`src/design/trellisParams.svh`:
```
// widths and depths shared by the trellis detector RTL and its testbench
// include wherever a width or depth is needed
`ifndef TRELLIS_PARAMS_SVH
`define TRELLIS_PARAMS_SVH

// signed soft sample, positive means coded bit 0
`define SOFT_WIDTH 6

// signed path metric, best state normalized to zero
`define METRIC_WIDTH 10

// survivor length in symbols, also the decision delay
`define TB_DEPTH 16

`endif

```
`src/design/trellisPkg.sv`:
```
// types passed between the trellis detector stages
// the testbench model uses the same types
`include "trellisParams.svh"

package trellisPkg;

  // --------------------
  // sample and metric words
  // --------------------

  // one soft I or Q value from the demodulator
  typedef logic signed [`SOFT_WIDTH-1:0] softSample;

  // correlation of one I/Q pair against one coded pair
  typedef logic signed [`SOFT_WIDTH:0] branchWord;

  // accumulated path metric per state
  typedef logic signed [`METRIC_WIDTH-1:0] pathMetric;

  // state = last two input bits, newest in the msb
  typedef logic [1:0] stateIndex;

  // --------------------
  // stage to stage structs
  // --------------------

  // indexed by coded pair {c0, c1}
  typedef struct packed {
    branchWord [3:0] metric;
    logic            valid;
  } branchMetrics;

  // select bit set when the odd predecessor won
  typedef struct packed {
    logic [3:0] select;
    stateIndex  bestState;
    logic       valid;
  } acsResult;

endpackage

```
`src/design/acsUnit.sv`:
```
// add-compare-select for the 4-state 7/5 code with max normalization
// one update per branchMetrics valid, result one clock later
`include "trellisParams.svh"

module acsUnit (
  input  logic                     clk,
  input  logic                     reset,
  input  trellisPkg::branchMetrics metrics,
  output trellisPkg::acsResult     result
);
  import trellisPkg::*;

  localparam int CandWidth = `METRIC_WIDTH + 1;
  localparam int DiffWidth = `METRIC_WIDTH + 2;
  // most negative path metric is the saturation floor
  localparam logic signed [DiffWidth-1:0] MinMetric = -(2 ** (`METRIC_WIDTH - 1));

  pathMetric                    pathMetrics [4];
  pathMetric                    normMetric [4];
  logic signed [CandWidth-1:0]  candLo [4];
  logic signed [CandWidth-1:0]  candHi [4];
  logic signed [CandWidth-1:0]  newMetric [4];
  logic signed [CandWidth-1:0]  bestMetric;
  logic signed [DiffWidth-1:0]  diff [4];
  logic [3:0]                   pick;
  stateIndex                    bestIdx;

  // encoder outputs for input bit leaving state pred
  // g0 = 111, g1 = 101
  function automatic logic [1:0] codedPair(input stateIndex pred, input logic bitIn);
    codedPair = {bitIn ^ pred[1] ^ pred[0], bitIn ^ pred[0]};
  endfunction

  // --------------------
  // add and compare
  // --------------------
  // state s = {u, x} comes from {x, 0} or {x, 1}
  always_comb begin
    for (int s = 0; s < 4; s++) begin
      candLo[s] = pathMetrics[2 * (s % 2)] +
                  $signed(metrics.metric[codedPair(2'(2 * (s % 2)), 1'(s / 2))]);
      candHi[s] = pathMetrics[2 * (s % 2) + 1] +
                  $signed(metrics.metric[codedPair(2'(2 * (s % 2) + 1), 1'(s / 2))]);
      // strict compare so a tie keeps the lower predecessor
      pick[s] = candHi[s] > candLo[s];
      newMetric[s] = pick[s] ? candHi[s] : candLo[s];
    end
  end

  // best state search with the lowest index winning a tie
  always_comb begin
    bestIdx = 2'd0;
    bestMetric = newMetric[0];
    for (int s = 1; s < 4; s++) begin
      if (newMetric[s] > bestMetric) begin
        bestIdx = 2'(s);
        bestMetric = newMetric[s];
      end
    end
  end

  // --------------------
  // normalization
  // --------------------
  // subtract the max, clip at the floor
  always_comb begin
    for (int s = 0; s < 4; s++) begin
      diff[s] = newMetric[s] - bestMetric;
      normMetric[s] = (diff[s] < MinMetric) ? pathMetric'(MinMetric) : pathMetric'(diff[s]);
    end
  end

  always_ff @(posedge clk) begin
    if (reset) begin
      for (int s = 0; s < 4; s++) begin
        pathMetrics[s] <= '0;
      end
      result <= '0;
    end else begin
      result.valid <= metrics.valid;
      if (metrics.valid) begin
        pathMetrics <= normMetric;
        result.select <= pick;
        result.bestState <= bestIdx;
      end
    end
  end

  // best state metric is zero after each update and no state is above it
  assert property (@(posedge clk) disable iff (reset)
    result.valid |-> (pathMetrics[result.bestState] == 0) &&
      (pathMetrics[0] <= 0) && (pathMetrics[1] <= 0) &&
      (pathMetrics[2] <= 0) && (pathMetrics[3] <= 0));

  // branch metrics arrive as one-clock pulses
  assert property (@(posedge clk) disable iff (reset)
    metrics.valid |=> !metrics.valid);

endmodule

```
`src/design/branchMetric.sv`:
```
// collects the I and Q soft samples of one symbol
// and forms the four correlation branch metrics for the ACS
`include "trellisParams.svh"

module branchMetric (
  input  logic                     clk,
  input  logic                     reset,
  input  logic                     symEn,
  input  logic                     sym2xEn,
  input  trellisPkg::softSample    sampleIn,
  output trellisPkg::branchMetrics metrics
);
  import trellisPkg::*;

  // room for -I - Q at full negative scale
  localparam int SumWidth = `SOFT_WIDTH + 2;
  localparam logic signed [SumWidth-1:0] MaxBranch = (2 ** `SOFT_WIDTH) - 1;

  softSample                   iHeld;
  logic                        haveI;
  logic signed [SumWidth-1:0]  iWide;
  logic signed [SumWidth-1:0]  qWide;
  logic signed [SumWidth-1:0]  sum [4];
  branchWord [3:0]             nextMetric;
  branchWord [3:0]             metricReg;
  logic                        metricValid;

  // sign extend before negating
  assign iWide = iHeld;
  assign qWide = sampleIn;

  // --------------------
  // correlation sums
  // --------------------
  // negate I when c0 is 1, Q when c1 is 1
  // only +64 can overflow, clip it to the top code
  always_comb begin
    for (int p = 0; p < 4; p++) begin
      sum[p] = ((p >= 2) ? -iWide : iWide) + ((p % 2 == 1) ? -qWide : qWide);
      nextMetric[p] = (sum[p] > MaxBranch) ? branchWord'(MaxBranch) : branchWord'(sum[p]);
    end
  end

  // I on symEn, Q on the next lone sym2xEn
  always_ff @(posedge clk) begin
    if (reset) begin
      haveI <= 1'b0;
      metricValid <= 1'b0;
    end else begin
      metricValid <= 1'b0;
      if (sym2xEn && symEn) begin
        haveI <= 1'b1;
      end else if (sym2xEn && haveI) begin
        haveI <= 1'b0;
        metricValid <= 1'b1;
      end
    end
  end

  // sample and metric payload
  always_ff @(posedge clk) begin
    if (sym2xEn && symEn) begin
      iHeld <= sampleIn;
    end
    if (sym2xEn && !symEn && haveI) begin
      metricReg <= nextMetric;
    end
  end

  assign metrics = '{metric: metricReg, valid: metricValid};

endmodule

```
`src/design/survivorExchange.sv`:
```
// register-exchange survivor memory
// emits the bit leaving the best state's survivor, DEPTH symbols late
`include "trellisParams.svh"

module survivorExchange #(
  parameter int DEPTH = `TB_DEPTH
) (
  input  logic                 clk,
  input  logic                 reset,
  input  trellisPkg::acsResult result,
  output logic                 decision,
  output logic                 decisionValid,
  output logic [1:0]           bestState
);
  import trellisPkg::*;

  localparam int CountWidth = $clog2(DEPTH + 1);

  // oldest bit in the msb
  logic [DEPTH-1:0]      survivors [4];
  logic [DEPTH-1:0]      nextSurvivors [4];
  stateIndex             predIdx [4];
  // bit shifted out of each new survivor
  logic [3:0]            oldestBits;
  logic [CountWidth-1:0] symCount;

  // --------------------
  // exchange
  // --------------------
  // copy the winning predecessor, append the state's newest bit
  always_comb begin
    for (int s = 0; s < 4; s++) begin
      predIdx[s] = {1'(s % 2), result.select[s]};
      nextSurvivors[s] = {survivors[predIdx[s]][DEPTH-2:0], 1'(s / 2)};
      oldestBits[s] = survivors[predIdx[s]][DEPTH-1];
    end
  end

  always_ff @(posedge clk) begin
    if (reset) begin
      for (int s = 0; s < 4; s++) begin
        survivors[s] <= '0;
      end
      symCount <= '0;
      decisionValid <= 1'b0;
    end else begin
      // decisions only once every survivor holds real history
      decisionValid <= result.valid && (symCount == CountWidth'(DEPTH));
      if (result.valid) begin
        survivors <= nextSurvivors;
        // saturates at DEPTH
        if (symCount != CountWidth'(DEPTH)) begin
          symCount <= symCount + 1'b1;
        end
      end
    end
  end

  // --------------------
  // outputs
  // --------------------
  always_ff @(posedge clk) begin
    if (result.valid) begin
      decision <= oldestBits[result.bestState];
      bestState <= result.bestState;
    end
  end

  // quiet for the first DEPTH symbols after reset
  assert property (@(posedge clk) disable iff (reset)
    $fell(reset) |-> !decisionValid throughout (result.valid [-> DEPTH] ##1 1'b1));

endmodule

```
`src/design/trellisDecoder.sv`:
```
// soft-decision Viterbi detector for the 4-state 7/5 code
// Q strobe to decisionValid is 3 clocks
module trellisDecoder (
  input  logic                  clk,
  input  logic                  reset,
  input  logic                  symEn,
  input  logic                  sym2xEn,
  input  trellisPkg::softSample sampleIn,
  output logic                  decision,
  output logic                  decisionValid,
  output logic [1:0]            bestState
);
  import trellisPkg::*;

  branchMetrics branchBus;
  acsResult     acsBus;

  // I/Q pair to branch metrics
  branchMetric u_branchMetric (
    .clk      (clk),
    .reset    (reset),
    .symEn    (symEn),
    .sym2xEn  (sym2xEn),
    .sampleIn (sampleIn),
    .metrics  (branchBus)
  );

  // path metrics and survivor selects
  acsUnit u_acsUnit (
    .clk     (clk),
    .reset   (reset),
    .metrics (branchBus),
    .result  (acsBus)
  );

  // survivors and delayed decision
  survivorExchange u_survivorExchange (
    .clk           (clk),
    .reset         (reset),
    .result        (acsBus),
    .decision      (decision),
    .decisionValid (decisionValid),
    .bestState     (bestState)
  );

endmodule

```
`config.mk`:
```
export PLATFORM = sky130hd
export DESIGN_NAME = trellisDecoder
export DESIGN_NICKNAME = d
export VERILOG_FILES = /design/src/design/trellisPkg.sv /design/src/design/acsUnit.sv /design/src/design/branchMetric.sv /design/src/design/survivorExchange.sv /design/src/design/trellisDecoder.sv
export VERILOG_INCLUDE_DIRS = /design/src /design/src/design
export SDC_FILE = /design/constraint.sdc
export NUM_CORES = 1
export LEC_CHECK = 0
export BUFFER_PORTS_ARGS = -buffer_cell sky130_fd_sc_hd__buf_2
export CAP_MARGIN = 20
export CORE_ASPECT_RATIO = 0.8
export CORE_MARGIN = 3
export CORE_UTILIZATION = 55
export DETAILED_ROUTE_END_ITERATION = 7
export GPL_ROUTABILITY_DRIVEN = 0
export MAX_ROUTING_LAYER = met4
export PLACE_DENSITY_LB_ADDON = 0.1
export SYNTH_ARGS = -nofsm -noshare
export SYNTH_HDL_FRONTEND = slang
export SYNTH_SLANG_ARGS = --single-unit
```
`constraint.sdc`:
```
create_clock -name clk -period 15.2 [get_ports clk]
set_input_delay 1.52 -clock clk [delete_from_list [all_inputs] [get_ports clk]]
set_output_delay 1.52 -clock clk [all_outputs]
set_load 0.03 [all_outputs]
```
Yosys cells after proc, flatten, opt, wreduce, memory -nomap -nowiden
Cells that the tools add are included.
{"block": "word_totals", "regBits": 154, "out_inout_bits": 4, "wordCells": 107}
{"block": "classes", "n_addsub": 19, "order_cmp": 20, "eq_ne": 2, "n_mux": 31, "bitwise_logic": 4, "reduce_logical": 9}
{"operator": "$bmux W16 S2", "count": 4}
{"operator": "$mux W16", "count": 8}
{"operator": "$add A10 B7 Y11", "count": 8}
{"operator": "$gt A11 B11 Y1", "count": 7}
{"operator": "$mux W11", "count": 7}
{"operator": "$lt A12 B10 Y1 const B", "count": 4}
{"operator": "$sub A11 B11 Y12", "count": 4}
{"operator": "$mux W10", "count": 4}
{"operator": "$gt A8 B7 Y1 const B", "count": 4}
{"operator": "$neg A6 Y8", "count": 2}
{"operator": "$ge A3 B3 Y1 const B", "count": 4}
{"operator": "$add A6 B8 Y8", "count": 1}
{"operator": "$add A8 B6 Y8", "count": 1}
{"operator": "$add A8 B8 Y8", "count": 1}
{"operator": "$add A6 B6 Y7", "count": 1}
{"operator": "$not A1 Y3", "count": 2}
{"operator": "$not A2 Y3", "count": 2}
{"operator": "$add A5 B1 Y5 const B", "count": 1}
{"operator": "$eq A5 B5 Y1 const B", "count": 1}
{"operator": "$logic_and A1 B1 Y1", "count": 5}
{"operator": "$mux W1", "count": 5}
{"operator": "$ne A5 B5 Y1 const B", "count": 1}
{"operator": "$mux W2", "count": 2}
{"operator": "$lt A2 B3 Y1 const B", "count": 1}
{"operator": "other kinds (5)", "count": 5}

Logic depth before layout (Yosys ltp)
{"block": "logic_depth", "depth_word": 12, "mapped_depth": 66}

Hierarchy
Synthesis repeated with hierarchy kept, for this count alone.
{"block": "unflattened", "hier_cells": 1890, "area_unflattened_um2": 15935.3}
{"module": "acsUnit", "n_inst": 1, "cells_per_inst": 1363, "area_each_um2": 10331.2, "seq_area_each_um2": 940.9}
{"module": "survivorExchange", "n_inst": 1, "cells_per_inst": 298, "area_each_um2": 3002.9, "seq_area_each_um2": 1391.3}
{"module": "branchMetric", "n_inst": 1, "cells_per_inst": 229, "area_each_um2": 2601.2, "seq_area_each_um2": 1061.0}

Worst setup path after synthesis
Ideal clock, no wire load.
{"block": "synth_path", "kind": "reg-to-reg", "start": "register u_branchMetric.metricReg, in the netlist u_branchMetric.metrics[1]", "end": "register u_acsUnit.pathMetrics[21] in the netlist's numbering", "arrival_ps": 12324, "required_ps": 15140, "path_slack_ps": 2816, "stages_incl_launch_ff": 62, "path_buffers": 5, "synth_period_minus_slack_ps": 12384, "path_cell_list": "edfxtp_1 > ha_1 > inv_1 > fa_1 > nand2b_1 > nand2b_1 > a21oi_1 > xnor2_1 > inv_1 > ha_1 > a21oi_1 > o21ai_0 > maj3_2 > a311oi_1 > o21ai_1 > a31oi_4 > clkbuf_1 > nor2_1 > [26 not listed] > o31ai_1 > a21oi_1 > buf_6 > nor2_4 > clkbuf_1 > nor2_1 > a21oi_1 > ha_1 > a21o_1 > a21oi_1 > a31oi_1 > a2111oi_0 > a311oi_1 > nor2_1 > xnor2_1 > o21ai_0 > nor2_1 > a22o_1"}
{"block": "synth_between", "elab_chain_cells": 12, "word_cells_on_any_way": 15, "cone_classes": "add/sub: 3; order compare: 6; mux: 6"}
{"item": "start, declared", "line": "branchMetric.sv:25", "source": "branchWord [3:0] metricReg;"}
{"item": "start signal, assigned", "line": "branchMetric.sv:66", "source": "metricReg <= nextMetric;"}
{"item": "$add A10 B7 Y11", "line": "acsUnit.sv:40", "source": "candLo[s] = pathMetrics[2 * (s % 2)] +"}
{"item": "$gt A11 B11 Y1", "line": "acsUnit.sv:45", "source": "pick[s] = candHi[s] > candLo[s];"}
{"item": "$mux W11", "line": "acsUnit.sv:46", "source": "newMetric[s] = pick[s] ? candHi[s] : candLo[s];"}
{"item": "$gt A11 B11 Y1", "line": "acsUnit.sv:55", "source": "if (newMetric[s] > bestMetric) begin"}
{"item": "$mux W11", "line": "acsUnit.sv:55"}
{"item": "$gt A11 B11 Y1", "line": "acsUnit.sv:55"}
{"item": "$mux W11 *", "line": "acsUnit.sv:55"}
{"item": "$gt A11 B11 Y1", "line": "acsUnit.sv:55"}
{"item": "$mux W11 *", "line": "acsUnit.sv:55"}
{"item": "$sub A11 B11 Y12 *", "line": "acsUnit.sv:68", "source": "diff[s] = newMetric[s] - bestMetric;"}
{"item": "$lt A12 B10 Y1", "line": "acsUnit.sv:69", "source": "normMetric[s] = (diff[s] < MinMetric) ? pathMetric'(MinMetric) : pathMetric'(diff[s]);"}
{"item": "$mux W10 *", "line": "acsUnit.sv:69"}
{"item": "end signal, assigned", "line": "acsUnit.sv:82", "source": "pathMetrics <= normMetric;"}
{"item": "end, declared", "line": "acsUnit.sv:18", "source": "pathMetric pathMetrics [4];"}
Every way passes the cells marked *; elsewhere a longest branch is shown, timed or not.
A chain may end at the register's enable or synchronous reset.

Final worst setup path
{"block": "layout_path", "start": "register u_branchMetric.metricReg, in the netlist u_branchMetric.metrics[15]", "end": "register u_acsUnit.pathMetrics[23] in the netlist's numbering"}
{"block": "layout_between", "elab_chain_cells": 12, "word_cells_on_any_way": 15, "cone_classes": "add/sub: 3; order compare: 6; mux: 6"}
{"item": "$add A10 B7 Y11", "line": "acsUnit.sv:40"}
{"item": "$gt A11 B11 Y1", "line": "acsUnit.sv:45"}
{"item": "$mux W11", "line": "acsUnit.sv:46"}
{"item": "$gt A11 B11 Y1", "line": "acsUnit.sv:55"}
{"item": "$mux W11", "line": "acsUnit.sv:55"}
{"item": "$gt A11 B11 Y1", "line": "acsUnit.sv:55"}
{"item": "$mux W11", "line": "acsUnit.sv:55"}
{"item": "$gt A11 B11 Y1", "line": "acsUnit.sv:55"}
{"item": "$mux W11", "line": "acsUnit.sv:55"}
{"item": "$sub A11 B11 Y12 *", "line": "acsUnit.sv:68"}
{"item": "$lt A12 B10 Y1", "line": "acsUnit.sv:69"}
{"item": "$mux W10 *", "line": "acsUnit.sv:69"}
Marked as above.

==> metrics <==
chip height about 150 microns; CTS Hold Bufs 0; sequential fraction of the synthesis area 0.225; met2 routed WL 16400 microns; RSZ-0062 raised after global routing false; FFs w/ async S/R, synth 0; core region area 26700 sq um; I/O pins 14; CP endpoint kind flip-flop; kind of critical path reg2reg; Syn Nets 2016; Least-Margin Pin Slew 1.04 ns; Yosys warning total 0; Worst R2R Setup Slack 1.06 ns; worst-path fanout max 19; Max stage delay cell, worst path a2111oi_1; first-pass GRT wire length 64700 microns; status complete, no violations; max_slew headroom 0.284; max_cap viols 0; Yosys top cell by area ha_1; Fill cells 2388; fraction of layout cells with a size suffix above 1 0.0676; routed vias 12900; worst hold path type reg2reg; final hold vios 0; FMAX 70.7 MHz; Overall Global Routing Usage 0.285; Initial DRT Pass Iterations 5; Starting Density 0.566; worst setup margin 1.06 ns; Netlist cell types between 90 and 100; area of the mapped netlist around 15000 sq um; Final period util 0.931; # Post-CTS Setup Buffers 0; FP Rows 53; post-CTS sizing 0; reg2reg path depth 55; largest incremental delay on the critical path 0.63 ns; total CTS buffers 17; Buf/Inv on CP 4; metal3 WL 3340 microns; Yosys top cell area share 0.159; minimum clock period about 14 ns; mean post-synth cell area between 8 and 9 sq um; Hold Crit Depth 2; cells after synthesis 1798; Clock Pin Slew Worst Setup and Hold Paths 0.06 ns; Most used DFF post-synth dfxtp_1; R2R Path End u_acsUnit.pathMetrics[23]$_SDFFE_PP0P_; min-delay src u_survivorExchange.survivors[0]$_SDFFE_PP0P_; H-tree depth 4; CTS root buf clkbuf_16; largest net degree at the start of global routing 126; Core Util, Final 0.605; initial antenna violation count 0; ANT nets after route 0; vias in the first global route around 12000; DR iter-0 viols 991; HPWL after DPL 31900 microns; Setup Slack @ Placement 0.423 ns; Worst EP required about 16 ns; Area Growth Syn to Fin 6.93%; Worst-Skew Late Latency 0.45 ns; GR Overflow Total 0; Via-to-Cell Ratio 5.98; WL per Instance 18.7 microns; startpoint types flip-flop; WL met1 19800 microns; Worst Hold Endpoint u_survivorExchange.survivors[0]$_SDFFE_PP0P_; Slew Viols, Final 0; CTS tree done; synth top area cells ha_1, dfxtp_1, edfxtp_1; Final Skew 0.0162 ns; port bufs 13; Die ar. 29500 sq um; clock tree buffer depth 2; Highest Signal Layer met4; number of synthesized flops with an enable pin 37; largest delay contributor family on the critical path compound AO/OA/AOI/OAI gates; Final nets 2009; final setup vio count 0; arrival time worst endpoint about 15 ns; clk sinks ~150; TNS Setup 0 ns; R2R Path Start u_branchMetric.metrics[15]$_SDFFCE_PN1P_; Inserted Diodes 0; die width 191 microns; synthesized flop and latch total approximately 150; Final Routed Wirelength 40500 microns; DRC viols 0
## cells in the final DEF, fill, tap and decap left out, types with 7 or more instances in the layout
master	count
nor2b_1	31
a211oi_1	60
xnor2_1	103
buf_2	13
dfxtp_1	113
nand3_1	34
a21oi_1	144
a22o_1	23
and3_1	10
buf_4	20
o21a_1	19
a31oi_1	19
o21ai_1	12
o41ai_1	11
nand4_1	14
o21ai_0	48
o211ai_1	12
a2111oi_0	7
edfxtp_1	37
nand2_1	104
and2_1	13
nor2_1	184
xor2_1	38
nand2b_1	46
mux2_2	12
fa_1	16
mux2i_1	81
o21bai_1	33
o31ai_1	14
nor3_1	16
ha_1	192
a21o_1	32
a311oi_1	8
inv_1	140
clkbuf_16	17
## per-layer routing
metal / track usage / up-vias
li1: - / 6512
met4: 0.0821 / 0
met3: 0.0884 / 52
met1: 0.397 / 6014
met5: - / -
met2: 0.395 / 352
## how the worst max path moves through the flow
| stage | from | to | slack [ns] | depth (start not counted) |
|---|---|---|---|---|
| CTS | u_branchMetric.metrics[15]$_SDFFCE_PN1P_ | u_acsUnit.pathMetrics[28]$_SDFFE_PP0P_ | 0.31 | 53 |
| detailed placement | u_branchMetric.metrics[15]$_SDFFCE_PN1P_ | u_acsUnit.pathMetrics[28]$_SDFFE_PP0P_ | 0.42 | 53 |
| global route | u_branchMetric.metrics[15]$_SDFFCE_PN1P_ | u_acsUnit.pathMetrics[28]$_SDFFE_PP0P_ | 0.13 | 56 |
| global placement | u_acsUnit.pathMetrics[30]$_SDFFE_PP0P_ | u_acsUnit.pathMetrics[28]$_SDFFE_PP0P_ | 0.94 | 52 |
| finish | u_branchMetric.metrics[15]$_SDFFCE_PN1P_ | u_acsUnit.pathMetrics[23]$_SDFFE_PP0P_ | 1.06 | 55 |
| floorplan | u_branchMetric.metrics[1]$_SDFFCE_PN1P_ | u_acsUnit.pathMetrics[21]$_SDFFE_PP0P_ | 2.82 | 61 |
## stage by stage
stage                     instances  cell area (sq um)  hold WS [ns]
final                          2161              16100         0.476
after global routing           2161              16100         0.497
after CTS                      2159              16100         0.481
after detailed placement       2127              15500         0.469
after global placement         2127              15500         0.444
after floorplan                1798              15100         0.435
## cell usage after synthesis (all sizes together), types with 12 or more instances
cell and count:
fa 16, a21o 32, nand4 14, inv 140, clkbuf 50, nor3 17, mux2 12, a21oi 145
and2 13, nor2 188, a211oi 61, o31ai 16, a22o 23, xnor2 104, nand2 105, xor2 38
dfxtp 114, mux2i 82, ha 192, edfxtp 37, o21ai 63, o21a 19, nor2b 31, nand2b 46
nand3 34, o211ai 12, o21bai 33, a31oi 22, a2111oi 13
## logic make-up (layout without fill, tap and decap cells)
family	count (synthesis)	count (layout)	share of synthesized area
xor gates and xnor gates	142	142	0.0829
AOI/OAI and AO/OA	505	505	0.234
and+or+nand+nor	491	491	0.156
adders and majority gates	213	213	0.184
buffers and inverters	200	206	0.0516
DFF	151	151	0.225
muxes	96	96	0.0666
## worst reg2reg max path, delay by kind of cell, from the launching register on
family | cells | cell delay (ns)
AOI/OAI and AO/OA | 23 | 7.05
muxes | 1 | 0.52
and+or+nand+nor | 18 | 3.46
DFF | 1 | 0.38
adders and majority gates | 7 | 2.06
xor gates and xnor gates | 2 | 0.33
buffers and inverters | 4 | 0.28
## state kept, by name, summed over array words and instances, names as in the netlist
signal,flops
u_survivorExchange.symCount,5
u_branchMetric.metrics,28
u_survivorExchange.decisionValid,1
u_branchMetric.iHeld,6
u_acsUnit.result,7
u_survivorExchange.survivors,59
u_branchMetric.metricValid,1
u_acsUnit.pathMetrics,40
u_survivorExchange.bestState,2
u_branchMetric.haveI,1
u_survivorExchange.decision,1
## area by class of cell
cell class	count	area, sq um	area share
Multi-Input combinational cell	1447	10900	0.678
Sequential cell	151	3400	0.211
Clock buffer	19	433	0.0268
Inverter	140	526	0.0326
Timing Repair Buffer	34	243	0.0150
Clock inverter	13	148	0.00915
Tap cell	357	447	0.0277
Power is not shown: default switching activity piles up to over one toggle a cycle in this logic, so the estimate is an artifact.
